File: src/verilog/vec_config.svh
// Vector accelerator configuration
// Lane count, element width, register count and vector length limits

`ifndef VEC_CONFIG_SVH
`define VEC_CONFIG_SVH

////////////////////////////////////////////////////////////////////////////
// Lane geometry
////////////////////////////////////////////////////////////////////////////

// Number of parallel lanes
// At least one lane, a power of two, and no larger than VEC_VLMAX
`define VEC_NR_LANES 4

// Element width in bits
`define VEC_ELEN 32

////////////////////////////////////////////////////////////////////////////
// Register file
////////////////////////////////////////////////////////////////////////////

// Architectural vector registers
`define VEC_NR_VREGS 8

// Maximum vector length in elements
// Must be a multiple of VEC_NR_LANES
`define VEC_VLMAX 16

// Rows held by each lane
// Element i sits at row i / VEC_NR_LANES
`define VEC_ROWS (`VEC_VLMAX / `VEC_NR_LANES)

`endif
File: src/verilog/vec_isa_pkg.sv
// Vector accelerator instruction-level types
// Shared by the host port, the dispatcher and the sequencer

`include "vec_config.svh"

package vec_isa_pkg;

  // Supported instructions
  typedef enum logic [2:0] {
    VSETVL   = 3'd0,
    VMV_V_X  = 3'd1,
    VADD_VV  = 3'd2,
    VADD_VX  = 3'd3,
    VAND_VV  = 3'd4,
    VCPOP    = 3'd5,
    VEXT_X_V = 3'd6
  } vec_op_e;

  typedef logic [`VEC_ELEN-1:0]               elem_t;
  typedef logic [$clog2(`VEC_NR_VREGS)-1:0]   vreg_t;
  // Holds 0 up to and including VLMAX
  typedef logic [$clog2(`VEC_VLMAX + 1)-1:0]  vlen_t;

  // Request from the host
  typedef struct packed {
    vec_op_e op;
    vreg_t   vd;
    vreg_t   vs1;
    vreg_t   vs2;
    elem_t   scalar;
  } acc_req_t;

  typedef struct packed {
    elem_t result;
  } acc_resp_t;

  // Host request with the current vector length attached
  typedef struct packed {
    vec_op_e op;
    vreg_t   vd;
    vreg_t   vs1;
    vreg_t   vs2;
    elem_t   scalar;
    vlen_t   vl;
  } ara_req_t;

endpackage

File: src/verilog/vec_dispatcher.sv
// Vector dispatcher
// Host handshake, vector length state and response formation

`timescale 1ns/1ps
`include "vec_config.svh"

module vec_dispatcher import vec_isa_pkg::*; (
  input  logic      clk_i,
  input  logic      rst_i,
  // Host request and response
  input  acc_req_t  acc_req_i,
  input  logic      acc_req_valid_i,
  output logic      acc_req_ready_o,
  output acc_resp_t acc_resp_o,
  output logic      acc_resp_valid_o,
  input  logic      acc_resp_ready_i,
  // Sequencer
  output ara_req_t  ara_req_o,
  output logic      ara_req_valid_o,
  input  logic      ara_resp_valid_i,
  input  elem_t     ara_resp_result_i
);

  typedef enum logic [1:0] {
    DISP_IDLE,
    DISP_WAIT,
    DISP_RESP
  } disp_state_e;

  disp_state_e state_q;
  vlen_t       vl_q;
  vlen_t       vl_new;
  ara_req_t    ara_req_q;
  logic        ara_req_valid_q;
  acc_resp_t   resp_q;
  logic        accept;
  logic        is_setvl;

  assign accept   = acc_req_valid_i & acc_req_ready_o;
  assign is_setvl = (acc_req_i.op == VSETVL);

  // Requested length clamped to VLMAX
  assign vl_new = (acc_req_i.scalar > elem_t'(`VEC_VLMAX)) ? vlen_t'(`VEC_VLMAX) :
                  vlen_t'(acc_req_i.scalar);

  ////////////////////////////////////////////////////////////////////////////
  // Control
  ////////////////////////////////////////////////////////////////////////////

  always_ff @(posedge clk_i) begin
    if (rst_i) begin
      state_q         <= DISP_IDLE;
      vl_q            <= vlen_t'(`VEC_VLMAX);
      ara_req_valid_q <= 1'b0;
    end else begin
      ara_req_valid_q <= accept & ~is_setvl;
      case (state_q)
        DISP_IDLE: begin
          if (accept) begin
            if (is_setvl) begin
              vl_q    <= vl_new;
              state_q <= DISP_RESP;
            end else begin
              state_q <= DISP_WAIT;
            end
          end
        end
        DISP_WAIT: begin
          if (ara_resp_valid_i) begin
            state_q <= DISP_RESP;
          end
        end
        DISP_RESP: begin
          // Held until the host takes it
          if (acc_resp_ready_i) begin
            state_q <= DISP_IDLE;
          end
        end
        default: state_q <= DISP_IDLE;
      endcase
    end
  end

  // Forwarded request and response payload
  always_ff @(posedge clk_i) begin
    if (accept) begin
      ara_req_q <= '{op: acc_req_i.op, vd: acc_req_i.vd, vs1: acc_req_i.vs1,
                     vs2: acc_req_i.vs2, scalar: acc_req_i.scalar, vl: vl_q};
    end
    if (accept && is_setvl) begin
      resp_q <= '{result: elem_t'(vl_new)};
    end else if (state_q == DISP_WAIT && ara_resp_valid_i) begin
      resp_q <= '{result: ara_resp_result_i};
    end
  end

  assign acc_req_ready_o  = (state_q == DISP_IDLE);
  assign acc_resp_valid_o = (state_q == DISP_RESP);
  assign acc_resp_o       = resp_q;
  assign ara_req_o        = ara_req_q;
  assign ara_req_valid_o  = ara_req_valid_q;

endmodule

File: config.mk
export PLATFORM = sky130hd
export DESIGN_NAME = vec_dispatcher
export DESIGN_NICKNAME = d
export VERILOG_FILES = /design/src/verilog/vec_isa_pkg.sv /design/src/verilog/vec_dispatcher.sv
export VERILOG_INCLUDE_DIRS = /design/src /design/src/verilog
export SDC_FILE = /design/constraint.sdc
export NUM_CORES = 1
export LEC_CHECK = 0
export BUFFER_PORTS_ARGS = -buffer_cell sky130_fd_sc_hd__buf_2
export CAP_MARGIN = 20
export CELL_PAD_IN_SITES_DETAIL_PLACEMENT = 1
export CELL_PAD_IN_SITES_GLOBAL_PLACEMENT = 2
export CORE_MARGIN = 4
export CORE_UTILIZATION = 26
export DETAILED_ROUTE_END_ITERATION = 8
export PLACE_DENSITY_LB_ADDON = 0.1
export SYNTH_ARGS = -nofsm -noshare
export SYNTH_HDL_FRONTEND = slang
export SYNTH_SLANG_ARGS = --single-unit
File: constraint.sdc
create_clock -name clk_i -period 4.4 [get_ports clk_i]
set_clock_uncertainty 0.2 [all_clocks]
set_input_delay 0.22 -clock clk_i [delete_from_list [all_inputs] [get_ports clk_i]]
set_output_delay 0.22 -clock clk_i [all_outputs]
set_load 0.005 [all_outputs]
After elaboration in Yosys (flattened, before gate mapping)
Index checks and enable logic that the tools add are counted.

storage, ports and cells
  register bits = 89
  input bits = 81

operators by class
  order comparisons = 1
  eq/ne operators = 5
  multiplexer cells = 8
  bitwise operators = 3
  reduce and logical (&&, ||, !) cells = 7

operator list
  cell                 number
  $gt 32x5->1 const B  1
  $mux 5               3
  $mux 2               4
  $pmux 2 s3           1
  $reduce_and 3->1     2
  $ne 2x1->1 const B   2
  $logic_not 3->1      1
  $and 1x1->1          2
  $eq 2x1->1 const B   1
  $eq 2x2->1 const B   1
  $logic_and 1x1->1    2
  $logic_not 2->1      1
  $ne 2x2->1 const B   1
  $reduce_bool 2->1    1
  $not 1->1            1

Logic depth before layout (Yosys ltp)
  depth after elaboration = 4
  mapped depth = 6
  mapped depth without buffers = 4

Worst setup path after synthesis
No wires, ideal clock.

  kind = flip-flop to flip-flop
  start = register state_q[1]
  end = register resp_q, in the netlist acc_resp_o[4] (data pin)
  setup time = 0.260 ns
  data arrival time = 3.156 ns
  data required time = 3.940 ns
  path slack = 0.784 ns
  stages on the path, launching flop included = 5
  path buffers = 1
  cells stage by stage = dfxtp_1 nor3b_2 and2_1 buf_6 mux2_2

on the way
  word-level cells in the longest chain between the ends = 4

ends and longest elaborated chain
  item                    RTL line              RTL
  start, declared         vec_dispatcher.sv:30  disp_state_e state_q;
  start signal, assigned  vec_dispatcher.sv:52  state_q <= DISP_IDLE;
  start signal, assigned  vec_dispatcher.sv:62  state_q <= DISP_RESP;
  start signal, assigned  vec_dispatcher.sv:64  state_q <= DISP_WAIT;
  $logic_not 2->1         vec_dispatcher.sv:97  assign acc_req_ready_o = (state_q == DISP_IDLE);
  $and 1x1->1             vec_dispatcher.sv:39  assign accept = acc_req_valid_i & acc_req_ready_o;
  via accept              vec_dispatcher.sv:36  logic accept;
  $logic_and 1x1->1       vec_dispatcher.sv:90  if (accept && is_setvl) begin
  $mux 5                  vec_dispatcher.sv:90
  end signal, assigned    vec_dispatcher.sv:91  resp_q <= '{result: elem_t'(vl_new)};
  end signal, assigned    vec_dispatcher.sv:93  resp_q <= '{result: ara_resp_result_i};
  end, declared           vec_dispatcher.sv:35  acc_resp_t resp_q;

The timed path passes the listed nets, and every way through them passes these cells.
A chain may end at the register's enable or synchronous reset.

Worst setup path after layout
Ends and elaborated chain as after synthesis.

==> metrics.md <==
| Metric | Value |
|---|---|
| Hold path depth | `4` |
| Final setup fails | `0` |
| Total number of H-tree levels | `3` |
| Critical path required time | `4290 ps` |
| Total Die Area | `13600 sq um` |
| FF-to-FF End | `acc_resp_o[4]$_DFFE_PP_` |
| Count of boundary I/O pins | `165` |
| Total net switching power | `between 0.4 and 0.5 mW` |
| Clock latency at the later pin of the worst-skew pair | `around 330 ps` |
| Summed instance area of the synthesized netlist | `between 3000 and 4000 sq um` |
| Reg power frac | `50.4%` |
| Die height | `117 um` |
| Starting Density | `26.7%` |
| Minimum period implied by the final worst setup slack | `roughly 2200 ps` |
| Ratio of final minimum period to clock period | `around half` |
| Number of filler cells placed in the layout | `1291` |
| Number of nets in the layout | `559` |
| Kind of path behind the tightest hold check | `in -> reg` |
| Reported leakage power | `around 2.2 nW` |
| Cell count after placement | `roughly 530` |
| Hold_sp | `ara_resp_valid_i` |
| Leading post-synthesis cells by cell area | `edfxtp_1 53%, dfxtp_1 23%, nand2_1 8.6%` |
| Clk buf depth | `2` |
| Endpoint with the worst hold slack | `state_q[0]$_SDFFE_PP0P_` |
| Post-Route Setup TNS | `0 ps` |
| Internal reg-to-reg setup slack | `2180 ps` |
| Proportion of power drawn by combinational gates | `around 15%` |
| Number of buffers added on ports | `164` |
| Vias in the first global route | `2848` |
| Synthesized net count | `315` |
| Number of failing hold endpoints at the final stage | `0` |
| Arrival time of the worst setup path | `2110 ps` |
| Outcome | `finished clean` |
| Portion of the post-synthesis area used by sequential elements | `about three quarters` |
| Area grow syn2layout | `65.3%` |
| GRT Total Usage | `between 10% and 20%` |
| Clock tree from TritonCTS | `done` |
| Clock sink count | `89` |
| Synth Instances | `234` |
| Distinct cell type count after synthesis | `26` |
| Worst Reg2Reg Path Length in Cells | `4` |
| Largest area contributor in the netlist | `edfxtp_1` |
| RSZ-0062 raised after global routing | `no` |
| Hpwl dp | `6400 um` |
| Final Non-Filler Cells | `626` |
| Library cell used as clock root buffer | `clkbuf_16` |
| Async set-reset flop share out of synthesis | `0%` |
| Die outline width | `117 um` |
| First-pass GRT wire length | `14700 um` |
| Actual slew at the worst max-slew pin | `613 ps` |
| Top-area cell type share of the netlist area | `a little over half` |
| Internal power of the cells | `approximately 1.5 mW` |
| Switching Fraction | `about a quarter` |
| Total clock buffers created by CTS | `9` |
| Kind of start point of the critical path | `flip-flop` |
| Worst Path Class, Setup | `reg -> reg` |
| Detailed Route WL | `9490 um` |
| Peak fanout along the critical path | `30` |
| CTS clock-pin slew for the worst setup and hold paths | `60 ps` |
| Residual DRC | `0` |
| Proportion of power drawn by the clock network | `34.5%` |
| Total power | `2.04 mW` |
| Final standard cell utilization of the core | `about 44%` |
| Max-slew violation count | `0` |
| Wire length per cell | `~15 um` |
| Global placement routability congestion | `0.675` |
| Relative slew margins | `between 50% and 60%` |
| ANT cells | `0` |
| Endpoint kind of the worst setup timing path | `flip-flop` |
| Initial antenna violation count | `0` |
| Top_reg_cell synth | `edfxtp_1` |
| Achievable frequency | `approximately 450 MHz` |
| Via count | `between 2000 and 3000` |
| Standard cell core area | `approximately 11000 sq um` |
| Worst-case vdd ir drop | `0.154 mV` |
| Number of enable flip-flop cells after synthesis | `54` |
| DRC violation total after the first TritonRoute iteration | `about 100` |
| Register bit total from synthesis | `89` |
| Number of max-cap violations | `0` |
| Syn_area_per_cell | `13.1 sq um` |
| Worst flop-to-flop path startpoint | `state_q[1]$_SDFFE_PP0P_` |
| Antenna-violating nets left | `0` |
| Rows | `39` |
| Number of warning messages in the yosys log | `0` |
| Router iterations before antenna repair | `4` |
| Pin count of the biggest net entering global routing | `31` |
| Areal power density over the cells | `402 nW/um^2` |
| Detail-routed via count per cell | `around 4.3` |
| Post-CTS sizing | `0` |
| Remaining global-route overflow | `0` |
| Share of post-route cells with drive strength above 1 | `39.8%` |
## area by class of cell
class / count / area, sq um / area share [%]
Clock buffer: 9 / 225 / 4.45
Clock inverter: 7 / 46.3 / 0.914
Inverter: 1 / 3.75 / 0.0741
Multi-Input combinational cell: 131 / 656 / 12.9
Sequential cell: 89 / 2320 / 45.9
Tap cell: 143 / 179 / 3.53
Timing Repair Buffer: 246 / 1630 / 32.2
## routing by layer
layer	share of wire, %	GRT usage (%)
met1	39	16.2
met2	52	25.7
met3	8.3	3.63
met4	1.4	5.28
met5	0	0
## synth_stat cells, types with 3 or more instances
library cell / n
a21oi_1: 30
clkbuf_1: 3
dfxtp_1: 35
edfxtp_1: 54
nand2_1: 70
nor3_1: 3
buf_2: 7
nor4_1: 7
## power by group through the flow
stage / registers (mW) / logic [mW] / clock network (mW)
2_1_floorplan: 1.06 / 0.0858 / 0
3_3_place_gp: 1.04 / 0.257 / 0
3_5_place_dp: 1.04 / 0.260 / 0
4_1_cts: 1.03 / 0.315 / 0.727
5_1_grt: 1.04 / 0.351 / 0.762
6_report: 1.03 / 0.309 / 0.702
## worst max path at each step
stage / start / end / slack, ps / cells past startpoint
global placement: state_q[1]$_SDFFE_PP0P_ / acc_resp_o[4]$_DFFE_PP_ / 2200 / 4
CTS: state_q[1]$_SDFFE_PP0P_ / acc_resp_o[4]$_DFFE_PP_ / 2140 / 4
floorplan: state_q[1]$_SDFFE_PP0P_ / acc_resp_o[4]$_DFFE_PP_ / 780 / 4
detailed placement: state_q[1]$_SDFFE_PP0P_ / acc_resp_o[4]$_DFFE_PP_ / 2150 / 4
finish: state_q[1]$_SDFFE_PP0P_ / acc_resp_o[4]$_DFFE_PP_ / 2180 / 4
global route: state_q[1]$_SDFFE_PP0P_ / acc_resp_o[21]$_SDFFE_PP0P_ / 2020 / 5
## cells by family after synthesis
kind of cell           after synthesis  synth area share (%)
AOI/OAI and AO/OA                   34                  5.88
buffers and inverters               14                  3.02
DFF                                 89                  75.8
muxes                                1                 0.367
and+or+nand+nor                     96                  14.9
## critical path: stages (launching register included)
cell and delay [ps]:
dfxtp_1 370, nor3b_4 220, buf_4 380, and2_1 420
mux2_2 380
## flip-flops by register name (all words and copies together) (netlist names)
signal and cells:
ara_req_valid_o 1, ara_req_o 49, acc_resp_o 32, vl_q 5
state_q 2
## cells in the final DEF, fill, tap and decap left out, types with 4 or more instances in the layout
cell type / n
buf_2: 164
dlygate4sd3_1: 78
nand2_1: 70
edfxtp_1: 54
dfxtp_1: 35
a21oi_1: 30
clkbuf_16: 9
nor4_1: 7
buf_4: 4
## metrics by stage
| step | hold WS [ps] | setup WS [ps] | instance area (sq um) |
|---|---|---|---|
| 5_1_grt | 64.3 | 2020 | 5060 |
| 3_3_place_gp | 197 | 2200 | 4010 |
| 3_5_place_dp | 198 | 2150 | 4010 |
| 6_report | 32.2 | 2180 | 5060 |
| 2_1_floorplan | 119 | 784 | 3060 |
| 4_1_cts | 38.3 | 2140 | 5060 |
## what timing repair did
action	CTS	global route
buffers inserted	0	0
hold buffers	78	0
endpoints found under the hold margin	81	0
Note: power is estimated with default switching activity, not from simulation.
