## config.mk

```make
export PLATFORM = sky130hd
export DESIGN_NAME = vec_masku
export DESIGN_NICKNAME = d
export VERILOG_FILES = /design/src/verilog/vec_isa_pkg.sv /design/src/verilog/vec_lane_pkg.sv /design/src/verilog/vec_masku.sv
export VERILOG_INCLUDE_DIRS = /design/src /design/src/verilog
export SDC_FILE = /design/constraint.sdc
export NUM_CORES = 1
export LEC_CHECK = 0
export BUFFER_PORTS_ARGS = -buffer_cell sky130_fd_sc_hd__buf_2
export CORE_ASPECT_RATIO = 1.2
export CORE_MARGIN = 5
export CORE_UTILIZATION = 51
export CTS_BUF_LIST = sky130_fd_sc_hd__clkbuf_8
export DETAILED_ROUTE_END_ITERATION = 6
export GPL_TIMING_DRIVEN = 1
export PLACE_DENSITY = 0.88
export REMOVE_ABC_BUFFERS = 1
export SKIP_CTS_REPAIR_TIMING = 1
export SLEW_MARGIN = 0
export SYNTH_ARGS = -nofsm -noshare
export SYNTH_HDL_FRONTEND = slang
export SYNTH_SLANG_ARGS = --single-unit
```

## constraint.sdc

```tcl
create_clock -name clk_i -period 4.1 [get_ports clk_i]
set_input_delay 0.41 -clock clk_i [delete_from_list [all_inputs] [get_ports clk_i]]
set_output_delay 0.41 -clock clk_i [all_outputs]
set_load 0.02 [all_outputs]
```

## src/verilog/vec_config.svh

```systemverilog
// Vector accelerator configuration
// Lane count, element width, register count and vector length limits

`ifndef VEC_CONFIG_SVH
`define VEC_CONFIG_SVH

////////////////////////////////////////////////////////////////////////////
// Lane geometry
////////////////////////////////////////////////////////////////////////////

// Number of parallel lanes
// At least one lane, a power of two, and no larger than VEC_VLMAX
`define VEC_NR_LANES 4

// Element width in bits
`define VEC_ELEN 32

////////////////////////////////////////////////////////////////////////////
// Register file
////////////////////////////////////////////////////////////////////////////

// Architectural vector registers
`define VEC_NR_VREGS 8

// Maximum vector length in elements
// Must be a multiple of VEC_NR_LANES
`define VEC_VLMAX 16

// Rows held by each lane
// Element i sits at row i / VEC_NR_LANES
`define VEC_ROWS (`VEC_VLMAX / `VEC_NR_LANES)

`endif
```

## src/verilog/vec_isa_pkg.sv

```systemverilog
// Vector accelerator instruction-level types
// Shared by the host port, the dispatcher and the sequencer

`include "vec_config.svh"

package vec_isa_pkg;

  // Supported instructions
  typedef enum logic [2:0] {
    VSETVL   = 3'd0,
    VMV_V_X  = 3'd1,
    VADD_VV  = 3'd2,
    VADD_VX  = 3'd3,
    VAND_VV  = 3'd4,
    VCPOP    = 3'd5,
    VEXT_X_V = 3'd6
  } vec_op_e;

  typedef logic [`VEC_ELEN-1:0]               elem_t;
  typedef logic [$clog2(`VEC_NR_VREGS)-1:0]   vreg_t;
  // Holds 0 up to and including VLMAX
  typedef logic [$clog2(`VEC_VLMAX + 1)-1:0]  vlen_t;

  // Request from the host
  typedef struct packed {
    vec_op_e op;
    vreg_t   vd;
    vreg_t   vs1;
    vreg_t   vs2;
    elem_t   scalar;
  } acc_req_t;

  typedef struct packed {
    elem_t result;
  } acc_resp_t;

  // Host request with the current vector length attached
  typedef struct packed {
    vec_op_e op;
    vreg_t   vd;
    vreg_t   vs1;
    vreg_t   vs2;
    elem_t   scalar;
    vlen_t   vl;
  } ara_req_t;

endpackage

```

## src/verilog/vec_lane_pkg.sv

```systemverilog
// Vector accelerator lane-side types
// Traffic between the sequencer, the lanes and the mask unit

`include "vec_config.svh"

package vec_lane_pkg;

  import vec_isa_pkg::*;

  // Row index inside one lane
  typedef logic [$clog2(`VEC_ROWS)-1:0] row_t;

  // Broadcast request from the sequencer
  typedef struct packed {
    vec_op_e op;
    vreg_t   vd;
    vreg_t   vs1;
    vreg_t   vs2;
    elem_t   scalar;
    vlen_t   vl;
  } pe_req_t;

  // One element sent from a lane to the mask unit
  // The lane index is implied by the port it arrives on
  typedef struct packed {
    elem_t elem;
    row_t  row;
  } mask_opnd_t;

endpackage

```

## src/verilog/vec_masku.sv

```systemverilog
// Vector mask unit
// Reduces lane operands into the scalar result of VCPOP or VEXT_X_V

`timescale 1ns/1ps
`include "vec_config.svh"

module vec_masku import vec_isa_pkg::*, vec_lane_pkg::*; (
  input  logic                           clk_i,
  input  logic                           rst_i,
  // Sequencer
  input  pe_req_t                        pe_req_i,
  input  logic                           pe_req_valid_i,
  // Lanes
  input  mask_opnd_t [`VEC_NR_LANES-1:0] mask_opnd_i,
  input  logic       [`VEC_NR_LANES-1:0] mask_opnd_valid_i,
  // Result
  output logic                           masku_done_o,
  output elem_t                          result_scalar_o
);

  logic    active_q;
  logic    done_q;
  vec_op_e op_q;
  vlen_t   vl_q;
  elem_t   idx_q;
  vlen_t   cnt_q;
  vlen_t   ones_q;
  elem_t   ext_q;
  elem_t   result_q;
  vlen_t   beat_cnt;
  vlen_t   beat_ones;
  logic    ext_hit;
  elem_t   ext_val;
  vlen_t   cnt_d;
  vlen_t   ones_d;
  elem_t   ext_d;
  logic    start;
  logic    last_beat;

  assign start = pe_req_valid_i & (pe_req_i.op inside {VCPOP, VEXT_X_V});

  // Count this cycle's operands and look for the requested element
  always_comb begin
    beat_cnt  = '0;
    beat_ones = '0;
    ext_hit   = 1'b0;
    ext_val   = '0;
    for (int l = 0; l < `VEC_NR_LANES; l++) begin
      if (mask_opnd_valid_i[l]) begin
        beat_cnt  = beat_cnt + vlen_t'(1);
        beat_ones = beat_ones + vlen_t'(mask_opnd_i[l].elem[0]);
        // Element index is row * lanes + lane
        if (elem_t'(int'(mask_opnd_i[l].row) * `VEC_NR_LANES + l) == idx_q) begin
          ext_hit = 1'b1;
          ext_val = mask_opnd_i[l].elem;
        end
      end
    end
  end

  assign cnt_d     = cnt_q + beat_cnt;
  assign ones_d    = ones_q + beat_ones;
  // An index at or beyond vl never matches and leaves zero
  assign ext_d     = ext_hit ? ext_val : ext_q;
  assign last_beat = active_q && (cnt_d == vl_q);

  always_ff @(posedge clk_i) begin
    if (rst_i) begin
      active_q <= 1'b0;
      done_q   <= 1'b0;
    end else begin
      done_q <= 1'b0;
      if (start) begin
        active_q <= (pe_req_i.vl != '0);
        done_q   <= (pe_req_i.vl == '0);
      end else if (last_beat) begin
        active_q <= 1'b0;
        done_q   <= 1'b1;
      end
    end
  end

  always_ff @(posedge clk_i) begin
    if (start) begin
      op_q     <= pe_req_i.op;
      vl_q     <= pe_req_i.vl;
      idx_q    <= pe_req_i.scalar;
      cnt_q    <= '0;
      ones_q   <= '0;
      ext_q    <= '0;
      result_q <= '0;
    end else if (active_q) begin
      cnt_q  <= cnt_d;
      ones_q <= ones_d;
      ext_q  <= ext_d;
      if (last_beat) begin
        result_q <= (op_q == VCPOP) ? elem_t'(ones_d) : ext_d;
      end
    end
  end

  assign masku_done_o    = done_q;
  assign result_scalar_o = result_q;

endmodule

```

=== Yosys cells after proc, flatten, opt, wreduce, memory -nomap -nowiden ===
Index checks and enable logic that the tools add are counted.

* Flip-flop bits (word level): 116
* Latch bits: 0
* Memory bits (writable): 0
* Bits in read-only memories: 0
* Input port bits: 192
* Memories kept: 0

* $add $sub $neg: 11
* Multipliers: 0
* Divide/modulo/power cells: 0
* Magnitude comparators: 0
* Eq/ne operators: 8
* Shift-type cells: 0
* Mux-type cells: 30
* Bitwise gates (word level): 1
* Reductions and logical operators: 6

{| class="wikitable"
|+ Operator list
! operator !! number
|-
| $mux W32 || 10
|-
| $eq A5 B32 Y1 || 3
|-
| $eq A4 B32 Y1 || 1
|-
| $mux W5 || 6
|-
| $add A5 B1 Y5 || 3
|-
| $add A5 B1 Y5 const B || 3
|-
| $mux W1 || 14
|-
| $add A4 B2 Y5 const B || 2
|-
| $add A5 B5 Y5 || 2
|-
| $eq A3 B3 Y1 const B || 3
|-
| $add A4 B1 Y5 const B || 1
|-
| $eq A5 B5 Y1 || 1
|-
| $logic_not A5 Y1 || 1
|-
| $reduce_bool A5 Y1 || 1
|-
| $reduce_bool A2 Y1 || 2
|-
| $reduce_and A2 Y1 || 1
|-
| $and A1 B1 Y1 || 1
|-
| $logic_and A1 B1 Y1 || 1
|}

=== Longest topological paths before layout ===
* Word-level depth: 12
* Depth in mapped cells: 16

=== Least setup slack after synthesis ===
OpenSTA, ideal clock, no wires.

* Path type: input-to-reg
* From: input mask_opnd_i[2] (netlist name)
* To: register result_q[4], in the netlist result_scalar_o[4]
* Setup time: 0.130 ns
* Arrival: 3.574 ns
* Data required time: 3.970 ns
* Setup slack: 0.396 ns
* Stages: 15
* Path buffers: 0
* Cell sequence: and2_1 > ha_1 > mux2_2 > ha_1 > ha_1 > mux2_2 > ha_1 > mux2_2 > fa_1 > a21o_1 > a21oi_1 > xor2_1 > nor2_1 > mux2i_1 > o22ai_1

* Longest elaborated chain between the ends: 9

{| class="wikitable"
|+ Ends and longest elaborated chain
! element !! RTL line !! source
|-
| from (decl) || vec_masku.sv:14 || <nowiki>input mask_opnd_t [`VEC_NR_LANES-1:0] mask_opnd_i,</nowiki>
|-
| $mux W1 (*) || vec_masku.sv:49 || <nowiki>if (mask_opnd_valid_i[l]) begin</nowiki>
|-
| $add A5 B1 Y5 || vec_masku.sv:51 || <nowiki>beat_ones = beat_ones + vlen_t'(mask_opnd_i[l].elem[0]);</nowiki>
|-
| $mux W5 (*) || vec_masku.sv:49 ||
|-
| $add A5 B1 Y5 || vec_masku.sv:51 ||
|-
| $mux W5 (*) || vec_masku.sv:49 ||
|-
| $add A5 B1 Y5 || vec_masku.sv:51 ||
|-
| $mux W5 (*) || vec_masku.sv:49 ||
|-
| $add A5 B5 Y5 (*) || vec_masku.sv:62 || <nowiki>assign ones_d = ones_q + beat_ones;</nowiki>
|-
| $mux W32 (*) || vec_masku.sv:97 || <nowiki>result_q <= (op_q == VCPOP) ? elem_t'(ones_d) : ext_d;</nowiki>
|-
| to (signal assigned) || vec_masku.sv:97 ||
|-
| to (decl) || vec_masku.sv:29 || <nowiki>elem_t result_q;</nowiki>
|}

Mark *: on every way between the ends. The rest lies on a longest branch, timed or not.
A chain may end at the register's enable or synchronous reset.

=== Worst setup path after layout ===
* From: input mask_opnd_valid_i[0]
* To: register result_q[4], in the netlist result_scalar_o[4]

* Longest elaborated chain between the ends: 11
* Elaborated cells between the ends (all ways): 35
* Those cells by class: add/sub (8); eq/ne (1); mux (24); reduce/logical (2)

{| class="wikitable"
|+ Ends and longest elaborated chain
! element !! RTL line !! source
|-
| from (decl) || vec_masku.sv:15 || <nowiki>input logic [`VEC_NR_LANES-1:0] mask_opnd_valid_i,</nowiki>
|-
| $mux W1 || vec_masku.sv:49 ||
|-
| $add A5 B1 Y5 || vec_masku.sv:50 || <nowiki>beat_cnt = beat_cnt + vlen_t'(1);</nowiki>
|-
| $mux W5 || vec_masku.sv:49 ||
|-
| $add A5 B1 Y5 || vec_masku.sv:50 ||
|-
| $mux W5 || vec_masku.sv:49 ||
|-
| $add A5 B1 Y5 || vec_masku.sv:50 ||
|-
| $mux W5 || vec_masku.sv:49 ||
|-
| $add A5 B5 Y5 || vec_masku.sv:61 || <nowiki>assign cnt_d = cnt_q + beat_cnt;</nowiki>
|-
| $eq A5 B5 Y1 || vec_masku.sv:65 || <nowiki>assign last_beat = active_q && (cnt_d == vl_q);</nowiki>
|-
| $logic_and A1 B1 Y1 || vec_masku.sv:65 ||
|-
| $reduce_and A2 Y1 (no line) || -- ||
|}

Parallel ways exist; a longest one is shown, timed or not.

==> impl_metrics.yaml <==
setup_path:
  crit_chain: "buf_2, and2_1, ha_1, mux2_2, ha_1, ha_1, mux2_2, ha_1, mux2_2, fa_1, a21o_1, a21oi_1, xor2_1, nor2_1, mux2i_1, o22ai_1"
  arrival_ns: 3.86
  slowest_delay_ns: 0.47
  startpoint_type: "input pin"
  crit_required_ns: 4.39
  critPathMostFrequentCell: "ha_1"
  reg2reg_slack_ns: 1.35
  cpMaxStageDelayCell: "fa_1"
  endpoint_kind: "register"
  crit_type: "in2reg"
  crit_fanout: 4
status:
  status: "complete, no violations"
yosys:
  yosysSeqAreaShare_pct: 46.42
  post-synth-top-area-fraction_pct: 25.94
  yosysWarningCount: 0
  synth.distinct_cells: 44
  synthTopCellsByCount: "dfxtp_1 (76), nand2_1 (69), mux2i_1 (43), edfxtp_1 (40), a21oi_1 (37)"
  synth.largest_area_cell: "dfxtp_1"
  synthArstFlopShare_pct: 0
  ys_top_cells_by_area: "dfxtp_1 (26%), edfxtp_1 (20%), mux2i_1 (7.3%)"
  synth_ff_type: "dfxtp_1"
  ys_ff_latch: 116
  netlist_area_sq_um: 5866
  syn_inst: 582
  synth_most_common_cell: "dfxtp_1"
  synth_edf_count: 40
  synth_area_per_cell_sq_um: 10.08
placed_design:
  gp_congestion: 0.8100
  portBuffers: 215
  place_inst: 928
  dpl.hpwl_um: 11100
  dpl_cell_area_sq_um: 7091
routing:
  vias: 5140
  routed_wirelength_um: 15270
  via_per_inst: 5.354
  drc: 0
  final_antenna_net_count: 0
  firstDrtPassIters: 4
  routedWlPerCell_um: 15.91
  drtIter0Drc: 193
timing:
  min_period_ns: 3.578
  clock.fmax_mhz: 279.5
  slew_viol_final: 0
  relSlewSlack_pct: 43.22
  setup_viol_count_final: 0
  worstMarginPinSlew_ns: 0.8517
  final_hold_viol_count: 0
  worst_clock_skew_ns: 0.01242
  period_share_pct: 87.27
  rsz0062_at_grt: "false"
final_layout:
  n_antenna_cell: 0
  stdcell_count: 960
  area_delta_synth_final_pct: 27.54
  num-nets-final: 1001
  final_util_pct: 65.59
  drive_above_1_share_pct: 34.37
  final_area_sq_um: 7481
floorplan:
  ios: 225
  die-area_sq_um: 13760
  num_rows: 43
  initial_utilization_pct: 51.43
  fp.dieW_um: 107.9
  core_area_sq_um: 11410
  die_h_um: 127.5
hold_path:
  min_path_type: "in2reg"
clock_tree:
  cts_tree: "done"
  clock_latency_ns: 0.43
  cts-root-buf: "clkbuf_8"
  path_clk_slew_ns: 0.07
  cts_buffers: 17
  cts.path.max_buffers: 2
  cts.sinks: 116
  htree_levels: 4
power_and_ir_drop:
  power_mw: 2.810
  leakage_nw: 3.359
  peakVddDrop_v: 0.0001796
  powerDensity_nw_per_um2: 375.6
grt:
  grt_max_degree: 63
  grt_overflow: 0
  grt_pass1_vias: 5163
  grt_pass1_wl_um: 23980
  gr-usage-all-layers_pct: 22.11
  grt_antenna_before_repair: 0
flow_run:
  cap_violations: 0
cells in the final DEF (no fill, tap or decap), types with 3 or more instances in the layout:
cell,n
buf_2,215
dfxtp_1,76
nand2_1,69
mux2i_1,43
edfxtp_1,40
a21oi_1,37
inv_1,35
o22ai_1,32
a221o_1,30
a22o_1,30
nand2b_1,29
nor2_1,22
xor2_1,18
ha_1,17
clkbuf_8,17
buf_4,12
xnor2_1,9
nor4_1,8
nand3_1,7
mux2_2,6
clkinv_2,5
a21o_1,4
inv_6,4
clkinv_4,3
cell families (layout without fill, tap and decap cells):
family / Yosys count / in the layout / share of synthesized area, %
compound gates: 143 / 143 / 18.02
xor+xnor: 27 / 27 / 4.032
fa+ha+maj: 19 / 19 / 4.309
buf+inv: 75 / 296 / 5.759
flops: 116 / 116 / 46.42
mux: 49 / 49 / 8.490
other cells: 1 / 1 / 0.06393
simple gates: 152 / 152 / 12.91
critical path, delay by kind of cell:
kind,cells,cell delay [ns]
buffers and inverters,1,0.12
AND/OR/NAND/NOR,2,0.21
AO/OA/AOI/OAI,3,0.48
XOR/XNOR,1,0.16
multiplexers,4,0.98
adder cells (fa/ha/maj),5,1.50
area by class of cell:
type                    count  area, sq um
flip-flops and latches    116         2723
fillers                   942         3925
clock buffers              17        234.0
well taps                 157        196.4
clock inverters            15        156.4
multi-input cells         391         2849
inverters                  36        136.4
repair buffers            228         1186
path summary, 6_finish.rpt:
check / from / to / depth (start not counted)
hold / removal: rst_i / active_q / 2
setup / recovery: mask_opnd_valid_i[0] / result_scalar_o[4] / 16
hold reg to reg: ext_q[5] / ext_q[5] / 2
setup reg to reg: idx_q[14] / ext_q[0] / 7
power by group:
group          total (mW)  switching, mW  internal (mW)
clock network        1.03          0.489          0.544
registers            1.29         0.0378           1.25
logic               0.486          0.247          0.238
total                2.81          0.774           2.04
layer usage:
metal	share of wire, %	track usage (%)
met2	51	39.82
met4	2.4	9.361
met1	39	24.56
met3	6.9	5.457
met5	0	0
stage by stage:
| stage | TNS (ns) | hold WS [ns] | worst slack (ns) |
|---|---|---|---|
| after floorplan | -11.06 | 0.4315 | -0.4339 |
| after global placement | 0 | 0.4371 | 0.1157 |
| after detailed placement | 0 | 0.4432 | 0.08428 |
| after CTS | 0 | 0.1212 | 0.5403 |
| after global routing | 0 | 0.1261 | 0.3192 |
| final | 0 | 0.1474 | 0.5221 |
sequential cells by signal, summed over array words and instances, names as in the netlist:
register / count
ones_q: 5
idx_q: 32
vl_q: 5
masku_done_o: 1
active_q: 1
op_q: 3
ext_q: 32
result_scalar_o: 32
cnt_q: 5
No activity file was read; power rests on OpenSTA's default activity.
