## config.mk

```make
export PLATFORM = sky130hd
export DESIGN_NAME = vec_lane
export DESIGN_NICKNAME = d
export VERILOG_FILES = /design/src/verilog/vec_isa_pkg.sv /design/src/verilog/vec_lane_pkg.sv /design/src/verilog/vec_lane.sv
export VERILOG_INCLUDE_DIRS = /design/src /design/src/verilog
export SDC_FILE = /design/constraint.sdc
export NUM_CORES = 1
export LEC_CHECK = 0
export CAP_MARGIN = 10
export CORE_ASPECT_RATIO = 0.5
export CORE_MARGIN = 4
export CORE_UTILIZATION = 50
export DETAILED_ROUTE_END_ITERATION = 8
export DONT_BUFFER_PORTS = 1
export GPL_TIMING_DRIVEN = 0
export PLACE_DENSITY = 0.73
export SYNTH_ARGS = -nofsm -noshare
export SYNTH_HDL_FRONTEND = slang
export SYNTH_SLANG_ARGS = --single-unit
export TNS_END_PERCENT = 10
```

## constraint.sdc

```tcl
create_clock -name clk_i -period 8.22 [get_ports clk_i]
set_clock_uncertainty 0.05 [all_clocks]
set_input_delay 1.233 -clock clk_i [delete_from_list [all_inputs] [get_ports clk_i]]
set_output_delay 1.233 -clock clk_i [all_outputs]
set_load 0.02 [all_outputs]
```

## src/verilog/vec_config.svh

```systemverilog
// Vector accelerator configuration
// Lane count, element width, register count and vector length limits

`ifndef VEC_CONFIG_SVH
`define VEC_CONFIG_SVH

////////////////////////////////////////////////////////////////////////////
// Lane geometry
////////////////////////////////////////////////////////////////////////////

// Number of parallel lanes
// At least one lane, a power of two, and no larger than VEC_VLMAX
`define VEC_NR_LANES 4

// Element width in bits
`define VEC_ELEN 32

////////////////////////////////////////////////////////////////////////////
// Register file
////////////////////////////////////////////////////////////////////////////

// Architectural vector registers
`define VEC_NR_VREGS 8

// Maximum vector length in elements
// Must be a multiple of VEC_NR_LANES
`define VEC_VLMAX 16

// Rows held by each lane
// Element i sits at row i / VEC_NR_LANES
`define VEC_ROWS (`VEC_VLMAX / `VEC_NR_LANES)

`endif
```

## src/verilog/vec_isa_pkg.sv

```systemverilog
// Vector accelerator instruction-level types
// Shared by the host port, the dispatcher and the sequencer

`include "vec_config.svh"

package vec_isa_pkg;

  // Supported instructions
  typedef enum logic [2:0] {
    VSETVL   = 3'd0,
    VMV_V_X  = 3'd1,
    VADD_VV  = 3'd2,
    VADD_VX  = 3'd3,
    VAND_VV  = 3'd4,
    VCPOP    = 3'd5,
    VEXT_X_V = 3'd6
  } vec_op_e;

  typedef logic [`VEC_ELEN-1:0]               elem_t;
  typedef logic [$clog2(`VEC_NR_VREGS)-1:0]   vreg_t;
  // Holds 0 up to and including VLMAX
  typedef logic [$clog2(`VEC_VLMAX + 1)-1:0]  vlen_t;

  // Request from the host
  typedef struct packed {
    vec_op_e op;
    vreg_t   vd;
    vreg_t   vs1;
    vreg_t   vs2;
    elem_t   scalar;
  } acc_req_t;

  typedef struct packed {
    elem_t result;
  } acc_resp_t;

  // Host request with the current vector length attached
  typedef struct packed {
    vec_op_e op;
    vreg_t   vd;
    vreg_t   vs1;
    vreg_t   vs2;
    elem_t   scalar;
    vlen_t   vl;
  } ara_req_t;

endpackage

```

## src/verilog/vec_lane_pkg.sv

```systemverilog
// Vector accelerator lane-side types
// Traffic between the sequencer, the lanes and the mask unit

`include "vec_config.svh"

package vec_lane_pkg;

  import vec_isa_pkg::*;

  // Row index inside one lane
  typedef logic [$clog2(`VEC_ROWS)-1:0] row_t;

  // Broadcast request from the sequencer
  typedef struct packed {
    vec_op_e op;
    vreg_t   vd;
    vreg_t   vs1;
    vreg_t   vs2;
    elem_t   scalar;
    vlen_t   vl;
  } pe_req_t;

  // One element sent from a lane to the mask unit
  // The lane index is implied by the port it arrives on
  typedef struct packed {
    elem_t elem;
    row_t  row;
  } mask_opnd_t;

endpackage

```

## src/verilog/vec_lane.sv

```systemverilog
// Vector lane
// Register file slice, element ALU and operand output towards the mask unit

`timescale 1ns/1ps
`include "vec_config.svh"

module vec_lane import vec_isa_pkg::*, vec_lane_pkg::*; #(
  parameter int unsigned LANE_ID = 0
) (
  input  logic       clk_i,
  input  logic       rst_i,
  // Sequencer
  input  pe_req_t    pe_req_i,
  input  logic       pe_req_valid_i,
  output logic       lane_done_o,
  // Mask unit
  output mask_opnd_t mask_opnd_o,
  output logic       mask_opnd_valid_o
);

  localparam int unsigned ROW_CNT_W = $clog2(`VEC_ROWS + 1);
  localparam int unsigned SPAN_W    = $bits(vlen_t) + 1;

  typedef logic [ROW_CNT_W-1:0] row_cnt_t;

  // Element i of each register lives here at row i / lanes
  elem_t vrf_q [`VEC_NR_VREGS][`VEC_ROWS];

  pe_req_t             req_q;
  logic                active_q;
  row_t                row_q;
  row_cnt_t            nrows_q;
  logic [SPAN_W-1:0]   row_span;
  row_cnt_t            nrows_d;
  logic                last_row;
  logic                is_mask_op;
  elem_t               opnd_a;
  elem_t               opnd_b;
  elem_t               alu_res;
  logic                wr_en_q;
  logic                opnd_valid_q;
  logic                done_q;
  row_t                wr_row_q;
  elem_t               wr_data_q;

  // Rows in this lane are ceil((vl - LANE_ID) / lanes)
  // None when vl <= LANE_ID
  assign row_span = {1'b0, pe_req_i.vl} + SPAN_W'(`VEC_NR_LANES - 1 - LANE_ID);
  assign nrows_d  = row_cnt_t'(row_span / `VEC_NR_LANES);

  assign last_row   = ((row_cnt_t'(row_q) + row_cnt_t'(1)) == nrows_q);
  assign is_mask_op = req_q.op inside {VCPOP, VEXT_X_V};

  ////////////////////////////////////////////////////////////////////////////
  // Read and execute stage
  ////////////////////////////////////////////////////////////////////////////

  assign opnd_a = vrf_q[req_q.vs1][row_q];
  assign opnd_b = vrf_q[req_q.vs2][row_q];

  always_comb begin
    case (req_q.op)
      VMV_V_X: alu_res = req_q.scalar;
      VADD_VV: alu_res = opnd_a + opnd_b;
      VADD_VX: alu_res = opnd_b + req_q.scalar;
      VAND_VV: alu_res = opnd_a & opnd_b;
      // Mask unit operations pass vs2 through
      default: alu_res = opnd_b;
    endcase
  end

  always_ff @(posedge clk_i) begin
    if (rst_i) begin
      active_q     <= 1'b0;
      row_q        <= '0;
      nrows_q      <= '0;
      wr_en_q      <= 1'b0;
      opnd_valid_q <= 1'b0;
      done_q       <= 1'b0;
    end else begin
      wr_en_q      <= active_q & ~is_mask_op;
      opnd_valid_q <= active_q & is_mask_op;
      // Done with the last row, or right away when the lane holds no element
      done_q       <= (pe_req_valid_i && nrows_d == '0) || (active_q && last_row);
      if (pe_req_valid_i) begin
        active_q <= (nrows_d != '0);
        row_q    <= '0;
        nrows_q  <= nrows_d;
      end else if (active_q) begin
        active_q <= ~last_row;
        row_q    <= row_q + row_t'(1);
      end
    end
  end

  ////////////////////////////////////////////////////////////////////////////
  // Write-back stage
  ////////////////////////////////////////////////////////////////////////////

  always_ff @(posedge clk_i) begin
    if (pe_req_valid_i) begin
      req_q <= pe_req_i;
    end
    wr_row_q  <= row_q;
    wr_data_q <= alu_res;
    if (wr_en_q) begin
      vrf_q[req_q.vd][wr_row_q] <= wr_data_q;
    end
  end

  assign lane_done_o       = done_q;
  assign mask_opnd_o       = '{elem: wr_data_q, row: wr_row_q};
  assign mask_opnd_valid_o = opnd_valid_q;

endmodule

```

* Word-level counts from Yosys, hierarchy flattened
Memory sizes are Yosys's and may differ from the RTL's. A register that Yosys moved wholly into a read port is not among the register bits.
Index checks and enable logic that the tools add are counted.
** Operators by class
- $add $sub $neg :: 5
- Order comparisons :: 3
- Equal/unequal tests :: 7
- Multiplexer cells :: 15
- Bitwise logic cells :: 7
- Reduce and logical (&&, ||, !) cells :: 8
** Operators with widths (count)
- $mux W32 :: 5
- $bmux W32 S2 :: 2
- $mux W128 :: 1
- $pmux W32 S4 :: 1
- $add A32 B32 Y32 :: 2
- $demux W32 S2 :: 1
- $and A32 B32 Y32 :: 1
- $eq A3 B3 Y1 const B :: 3
- $eq A3 B2 Y1 const B :: 2
- $ge A3 B3 Y1 const B :: 2
- $mux W3 :: 2
- $not A2 Y3 :: 2
- $add A5 B2 Y5 const B :: 1
- $add A2 B1 Y3 const B :: 1
- $eq A3 B1 Y1 const B :: 1
- $eq A3 B3 Y1 :: 1
- $logic_and A1 B1 Y1 :: 3
- $logic_not A3 Y1 :: 1
- $lt A3 B1 Y1 const B :: 1
- $mux W1 :: 3
- $reduce_bool A3 Y1 :: 1
- $add A2 B1 Y2 const B :: 1
- $and A1 B1 Y1 :: 2
- $not A1 Y1 :: 2
- other kinds (3) :: 3
** Word-level totals
- Flip-flop bits (word level) :: 87
- Bits in writable memories :: 1024
- Bits of input ports :: 52
- Output and inout port bits :: 36
- Memories :: 1
** Memory list
- vrf_q :: words 8, bits a word 128, rd ports 2, clocked after Yosys merged registers in 2, write ports 1, RTL line vec_lane.sv:27 : elem_t vrf_q [`VEC_NR_VREGS][`VEC_ROWS];

* Longest topological paths before layout
Gate-level depths: netlist (run 1).
- Word-level depth :: 6
- Depth in mapped cells :: 19
- Gate-level depth less buffers :: 15

* Least setup slack after synthesis (run 1)
No wires, ideal clock.
- Kind :: flip-flop to flip-flop
- From :: register (tool-made name)
- To :: register wr_data_q[27]
- Setup time :: 0.128 ns
- Arrival time :: 4.340 ns
- Data required time :: 8.042 ns
- Slack :: 3.702 ns
- Cell stages (with the launch flop) :: 19
- Buffers on the path :: 3
- Cell sequence :: dfxtp_1 buf_6 buf_2 buf_2 mux4_2 mux4_2 mux2i_1 nand2_1 o21ai_0 inv_1 ha_1 a211oi_1 o211a_1 o21ai_0 a41o_1 or2_2 a41oi_1 xor2_1 o21ai_0
** RTL lines
- end signal: assignment :: RTL line vec_lane.sv:105 : wr_data_q <= alu_res;
- end: declaration :: RTL line vec_lane.sv:44 : elem_t wr_data_q;

==> results of run 1 <==
[per-stage QoR]
| step | std cells | utilization (%) | hold WS [ns] | setup WS (ns) |
|---|---|---|---|---|
| 2_1_floorplan | 2569 | - | 0.304 | 3.70 |
| 4_1_cts | 4211 | 56.9 | 0.331 | 0.400 |
| 3_3_place_gp | 3971 | 52.4 | 0.317 | 0.476 |
| 6_report | 4232 | 57.5 | 0.328 | 0.388 |
| 3_5_place_dp | 4022 | 53.7 | 0.318 | 0.456 |
| 5_1_grt | 4232 | 57.5 | 0.342 | 0.259 |
[metal layers]
layer | global-route usage [%] | routed length (µm) | part of all wire (%) | up-vias
li1 | - | - | - | 11500
met4 | 13.9 | 9180 | 5.6 | 0
met3 | 8.70 | 22400 | 14 | 479
met2 | 45.1 | 75000 | 46 | 2631
met5 | 0 | 0 | 0 | -
met1 | 40.2 | 57500 | 35 | 16200
[worst register-to-register path, cell delays in order (launching register included)]
cell	delay (ns)
dfxtp_1	0.45
buf_2	0.50
clkbuf_1	1.08
buf_1	0.80
mux4_2	0.38
mux2i_1	0.21
a21oi_1	0.24
ha_1	0.24
inv_1	0.08
fa_1	0.46
nor2b_1	0.20
o211ai_1	0.14
a31oi_1	0.60
a31oi_1	0.36
o41ai_1	0.77
a21oi_1	0.19
xor2_1	0.19
a221oi_1	0.73
[power by group through the flow]
stage	logic (mW)	clock network (mW)	registers, mW
6_report	2.45	4.82	7.16
5_1_grt	2.55	5.10	7.18
4_1_cts	2.00	4.84	7.39
3_5_place_dp	1.99	0	7.51
3_3_place_gp	1.93	0	7.47
2_1_floorplan	1.36	0	7.24
[placed cells by master (no fill, tap or decap), types with 32 or more instances in the layout]
cell type  instances
buf_2             73
edfxtp_1        1068
ha_1              32
a21oi_1           91
nor2_4            32
dfxtp_1           44
clkbuf_16        102
mux4_2           636
nor2_1            58
clkbuf_1          86
inv_1             35
nand2_1           40
o21ai_0           48
buf_12            33
buf_16            32
buf_1             49
mux2i_1           61
[sequential cells by signal, indices dropped and copies added (netlist names), named ones only]
signal	count
active_q	1
row_q	2
wr_data_q	32
mask_opnd_valid_o	1
nrows_q	3
wr_en_q	1
lane_done_o	1
req_q	44
vrf_q	1024
wr_row_q	2
[final cells by class]
cell class,count,area [µm²],share of cell area [%]
plain buffers,186,835,1.41
clock buffers,148,2900,4.88
clock inverters,41,435,0.734
inverters,36,135,0.228
multi-input cells,1230,18600,31.3
flip-flops and latches,1117,33100,55.7
well taps,1402,1750,2.96
repair buffers,72,1640,2.76
[worst max path at each step]
stage          startpoint             to
5_1_grt         flip-flop  wr_data_q[26]
6_report        flip-flop  wr_data_q[26]
3_3_place_gp     row_q[1]  wr_data_q[26]
4_1_cts          row_q[1]  wr_data_q[26]
2_1_floorplan   flip-flop  wr_data_q[27]
3_5_place_dp     row_q[1]  wr_data_q[26]
[cell families after synthesis]
kind of cell | synth area share (%)
flip-flops | 63.1
multiplexers | 28.9
AO/OA/AOI/OAI | 3.00
buffers and inverters | 1.85
AND/OR/NAND/NOR | 1.88
adder cells (fa/ha/maj) | 0.803
XOR/XNOR | 0.468
==> qor.yml, run 1 <==
r2r_end: "wr_data_q[26]"
seq_power_share_pct: 49.6
syn_inst: 2569
status: "finished, final reports clean"
final.min_clock_period_ns: 7.83
synth-edff-count: 1068
antenna_found_initial: 0
ios: 88
synth_area_leaders: "edfxtp_1 61%, mux4_2 27%, dfxtp_1 1.9%"
clk_latency_ns: 0.73
swShare_pct: 27.5
yosys.area.top_type_share_pct: 61.3
place_area_um2: 55400
setup_viol: 0
cts_max_level: 3
nets: 2828
core_region_area_um2: 103000
routabilityCongestion: 0.952
antenna_left: 0
cp-start-kind: "flip-flop"
start_util_pct: 50.7
wl_mm: 164
syn_area_per_cell_um2: 20.4
path_buf_inv: 4
grt_start_max_net_pins: 46
final_hold_viol_count: 0
io_buffers: 0
cp_slowest_cell: "clkbuf_1"
pwr_density_cell_nw_per_um2: 243
drv_cap: 0
rows: 83
grt_pass1_vias: 30500
syn2layout_area_growth_pct: 13.3
crit_fanout: 10
drive_gt1_share_pct: 35.4
worstPathRequired_ns: 8.71
wire_per_inst_um: 38.8
path_class: "flip-flop to flip-flop"
yosysMostFrequentCell: "edfxtp_1"
syn_nets: 2654
leakagePower_nw: 18.4
synth_top_area_cell: "edfxtp_1"
drt_iter0_drc: 5086
clkTransAtPathRegs_ns: 0.07
fmax_mhz: 128
ys_seq_elements: 1117
min_to: "wr_row_q[0]"
crit_chain: "buf_2, clkbuf_1, buf_1, mux4_2, mux2i_1, a21oi_1, ha_1, inv_1, fa_1, nor2b_1, o211ai_1, a31oi_1, a31oi_1, o41ai_1, a21oi_1, xor2_1, a221oi_1"
grt_use_total_pct: 29.7
ys_async_sr_fraction_pct: 0
final.setup.tns_ns: 0
synth.distinct_cells: 61
min_path_type: "flip-flop to flip-flop"
fin_total_pwr_mw: 14.4
finalCritPeriodShare_pct: 95.3
critPathCaptureType: "flip-flop"
clock-sinks: 1117
cts.hold.buffers_added: 0
num_antenna_cells: 0
cts_buffer_depth: 3
ctsRootBufferMaster: "clkbuf_16"
die_width_um: 466
whs_path_depth: 0
power.internal_mw: 10.5
via_count: 30900
stdcell_area_um2: 59300
worst_pin_slew_ns: 1.39
cp_num_cells: 17
cts_buffers: 100
arrival_ns: 8.32
die_y_um: 237
grt_first_pass_wirelength_mm: 229
comb_power_share_pct: 17.0
die_area_um2: 110000
ir_drop_v: 0.000154
hpwl_mm: 110
maxSlewViolCount: 0
synthTopCellsByCount: "1,068 x edfxtp_1, 636 x mux4_2, 91 x a21oi_1"
cpPeakStageDelay_ns: 1.07
fillers: 7430
first_pass_iters: 8
cts_resized: 0
ys.flop_type: "edfxtp_1"
vias_per_cell: 7.30
grt_overflow_total: 0
drc: 0
reg2reg_depth: 17
holdCritStartpoint: "row_q[0]"
p_sw_mw: 3.97
rsz0062_at_grt: "false"
r2r_slack_ns: 0.39
ys_seq_area_share_pct: 63.1
postCtsSetupBuffers: 0
cts_tree: "yes"
slew_headroom_pct: 7.28
synth_warnings: 0
netlist_area_um2: 52400
cp_top_family: "compound AO/OA/AOI/OAI gates"
power_frac_clock_pct: 33.4
No activity file was read; power rests on OpenSTA's default activity.
==> run 2: changes to the inputs <==
--- a/constraint.sdc
+++ b/constraint.sdc
@@ -4,2 +4,2 @@
 set_output_delay 1.233 -clock clk_i [all_outputs]
-set_load 0.02 [all_outputs]
+set_load 0.05 [all_outputs]
==> run 2 against run 1 <==
Effect of this change: combinational power decreased by 4%; setup slack improved by 0.47 ns; wire length increased by 0.23%; design area increased by 0.32%; global-route usage increased by 0.22 points; total power increased by 2.8%; non-clock buffer count decreased by 3; largest cell class unchanged; largest power group unchanged.
==> qor.yml, run 2 (same netlist as run 1, synthesis figures left out) <==
routabilityCongestion: 0.952  # unchanged
ir_drop_v: 0.000184  # +20%
drv_cap: 0  # unchanged
cts_buffers: 101  # +1.0%
drc: 0  # unchanged
clock-sinks: 1117  # unchanged
crit_fanout: 10  # unchanged
via_count: 30700  # -0.43%
clk_latency_ns: 0.73  # about the same
utilization_pct: 57.7  # +0.19 points
cts_tree: "yes"
min_to: "wr_row_q[0]"
fin_total_pwr_mw: 14.8  # +2.8%
path_class: "flip-flop to flip-flop"
io_buffers: 0  # unchanged
antenna_left: 0  # unchanged
crit_chain: "buf_2, buf_2, buf_1, mux4_2, mux4_2, mux2i_1, a21oi_1, ha_1, inv_1, fa_1, nor2b_1, o211ai_1, a31oi_1, a31oi_1, o41ai_1, a21oi_1, xor2_1, a221oi_1"
fmax_mhz: 136  # +6.3%
seq_area_um2: 33100  # about the same
nets: 2826  # -0.071%
mostFrequentLayoutCells: "1,068 x edfxtp_1, 636 x mux4_2, 104 x clkbuf_16"
setup_viol: 0  # unchanged
final.setup.tns_ns: 0  # unchanged
start_util_pct: 50.7  # unchanged
ctsRootBufferMaster: "clkbuf_16"
cpPeakStageDelay_ns: 0.94  # -0.13 ns
hpwl_mm: 111  # +0.94%
comb_power_share_pct: 15.9  # -1.1 points
critPathCaptureType: "flip-flop"
antenna_found_initial: 0  # unchanged
r2r_slack_ns: 0.85  # +0.47 ns
cp-start-kind: "flip-flop"
status: "finished, final reports clean"
seq_power_share_pct: 49.5  # about the same
postCtsSetupBuffers: 0  # unchanged
die_area_um2: 110000  # unchanged
finalCritPeriodShare_pct: 89.6  # -5.7 points
final_common_cell: "edfxtp_1"
power_frac_clock_pct: 34.6  # +1.2 points
drive_gt1_share_pct: 36.3  # +0.83 points
holdCritStartpoint: "row_q[0]"
cts_max_level: 3  # unchanged
first_pass_iters: 9  # +1
cts_resized: 0  # unchanged
die_width_um: 466  # unchanged
fillers: 7390  # -0.54%
whs_path_depth: 0  # unchanged
cp_slowest_cell: "buf_1"
slew_headroom_pct: 12.6  # +5.3 points
cts.hold.buffers_added: 0  # unchanged
largest_reg_flops: 1024  # unchanged
grt_first_pass_wirelength_mm: 231  # +0.84%
grt_use_total_pct: 30.0  # +0.22 points
arrival_ns: 7.86  # -0.46 ns
top_register: "vrf_q"
final.min_clock_period_ns: 7.37  # -0.466 ns
wl_mm: 164  # +0.23%
num_antenna_cells: 0  # unchanged
leakagePower_nw: 18.5  # +0.45%
worst_pin_slew_ns: 1.31  # -0.0840 ns
core_region_area_um2: 103000  # unchanged
wire_per_inst_um: 38.9  # +0.25%
rows: 83  # unchanged
reg2reg_depth: 18  # +1
min_path_type: "flip-flop to flip-flop"
final_hold_viol_count: 0  # unchanged
grt_pass1_vias: 30500  # +0.29%
r2r_end: "wr_data_q[26]"
vias_per_cell: 7.27  # -0.41%
drt_iter0_drc: 5084  # -0.039%
swShare_pct: 27.8  # +0.28 points
maxSlewViolCount: 0  # unchanged
die_y_um: 237  # unchanged
ios: 88  # unchanged
syn2layout_area_growth_pct: 13.7
multi_input_area_um2: 18600  # unchanged
grt_overflow_total: 0  # unchanged
power.internal_mw: 10.7  # +2.4%
pwr_density_cell_nw_per_um2: 249  # +2.5%
worstPathRequired_ns: 8.71  # about the same
p_sw_mw: 4.12  # +3.9%
cts_buffer_depth: 3  # unchanged
clkTransAtPathRegs_ns: 0.07  # about the same
grt_start_max_net_pins: 46  # unchanged
hold_ws_ns: 0.335  # +0.00706 ns
rsz0062_at_grt: "false"
top_regs: "vrf_q (1024), req_q (44), wr_data_q (32)"
## run 2: cell types whose count changed in the layout (fill, tap and decap cells not counted), sizes merged
cell      delta
clkbuf      -14
bufinv       +8
clkinv       +8
buf          -3
clkinvlp     +3
inv          -3
## run 2: worst max path at each step
| stage | from | endpoint | slack (ns) | cells past startpoint |
|---|---|---|---|---|
| after CTS | row_q[1] | wr_data_q[26] | 0.41 | 16 |
| after global routing | flip-flop | wr_data_q[26] | 0.72 | 18 |
| after detailed placement | row_q[1] | wr_data_q[26] | 0.46 | 16 |
| after global placement | row_q[1] | wr_data_q[26] | 0.48 | 16 |
| final | flip-flop | wr_data_q[26] | 0.85 | 18 |
| after floorplan | flip-flop | wr_data_q[27] | 3.70 | 18 |
## run 2: layout make-up
| cell class | instances | share of cell area (%) |
|---|---|---|
| repair buffers | 69 | 2.57 |
| clock buffers | 134 | 4.85 |
| plain buffers | 186 | 1.40 |
| flip-flops and latches | 1117 | 55.6 |
| clock inverters | 57 | 1.23 |
| inverters | 36 | 0.227 |
| multi-input cells | 1230 | 31.2 |
| well taps | 1402 | 2.95 |
## run 2: through the flow
stage	std cells	setup WS (ns)	cell area, µm²
3_5_place_dp	4037	0.455	55900
6_report	4231	0.855	59500
2_1_floorplan	2569	3.70	52400
4_1_cts	4228	0.409	59500
5_1_grt	4231	0.724	59500
3_3_place_gp	3971	0.476	54100
## run 2: worst max-delay path: cells and delay by family (launching register included)
family / cells / cell delay (ns)
AOI/OAI and AO/OA: 7 / 2.97
xor gates and xnor gates: 1 / 0.18
adders and majority gates: 2 / 0.70
buffers and inverters: 4 / 1.76
DFF: 1 / 0.47
muxes: 3 / 0.83
and+or+nand+nor: 1 / 0.20
## run 2: layer usage
metal  track usage [%]  part of all wire [%]  up-vias
met4              13.2                   5.3        0
met1              40.4                    35    16100
met2              45.5                    46     2636
met5                 0                     0        -
li1                  -                     -    11500
met3              9.29                    14      485
## run 2: power groups by stage
stage	sequential (mW)	combinational [mW]	clock, mW
floorplan	7.37	1.36	0
global placement	7.60	1.93	0
detailed placement	7.46	2.29	0
CTS	7.33	2.31	5.14
global route	7.37	2.46	5.40
finish	7.34	2.36	5.13
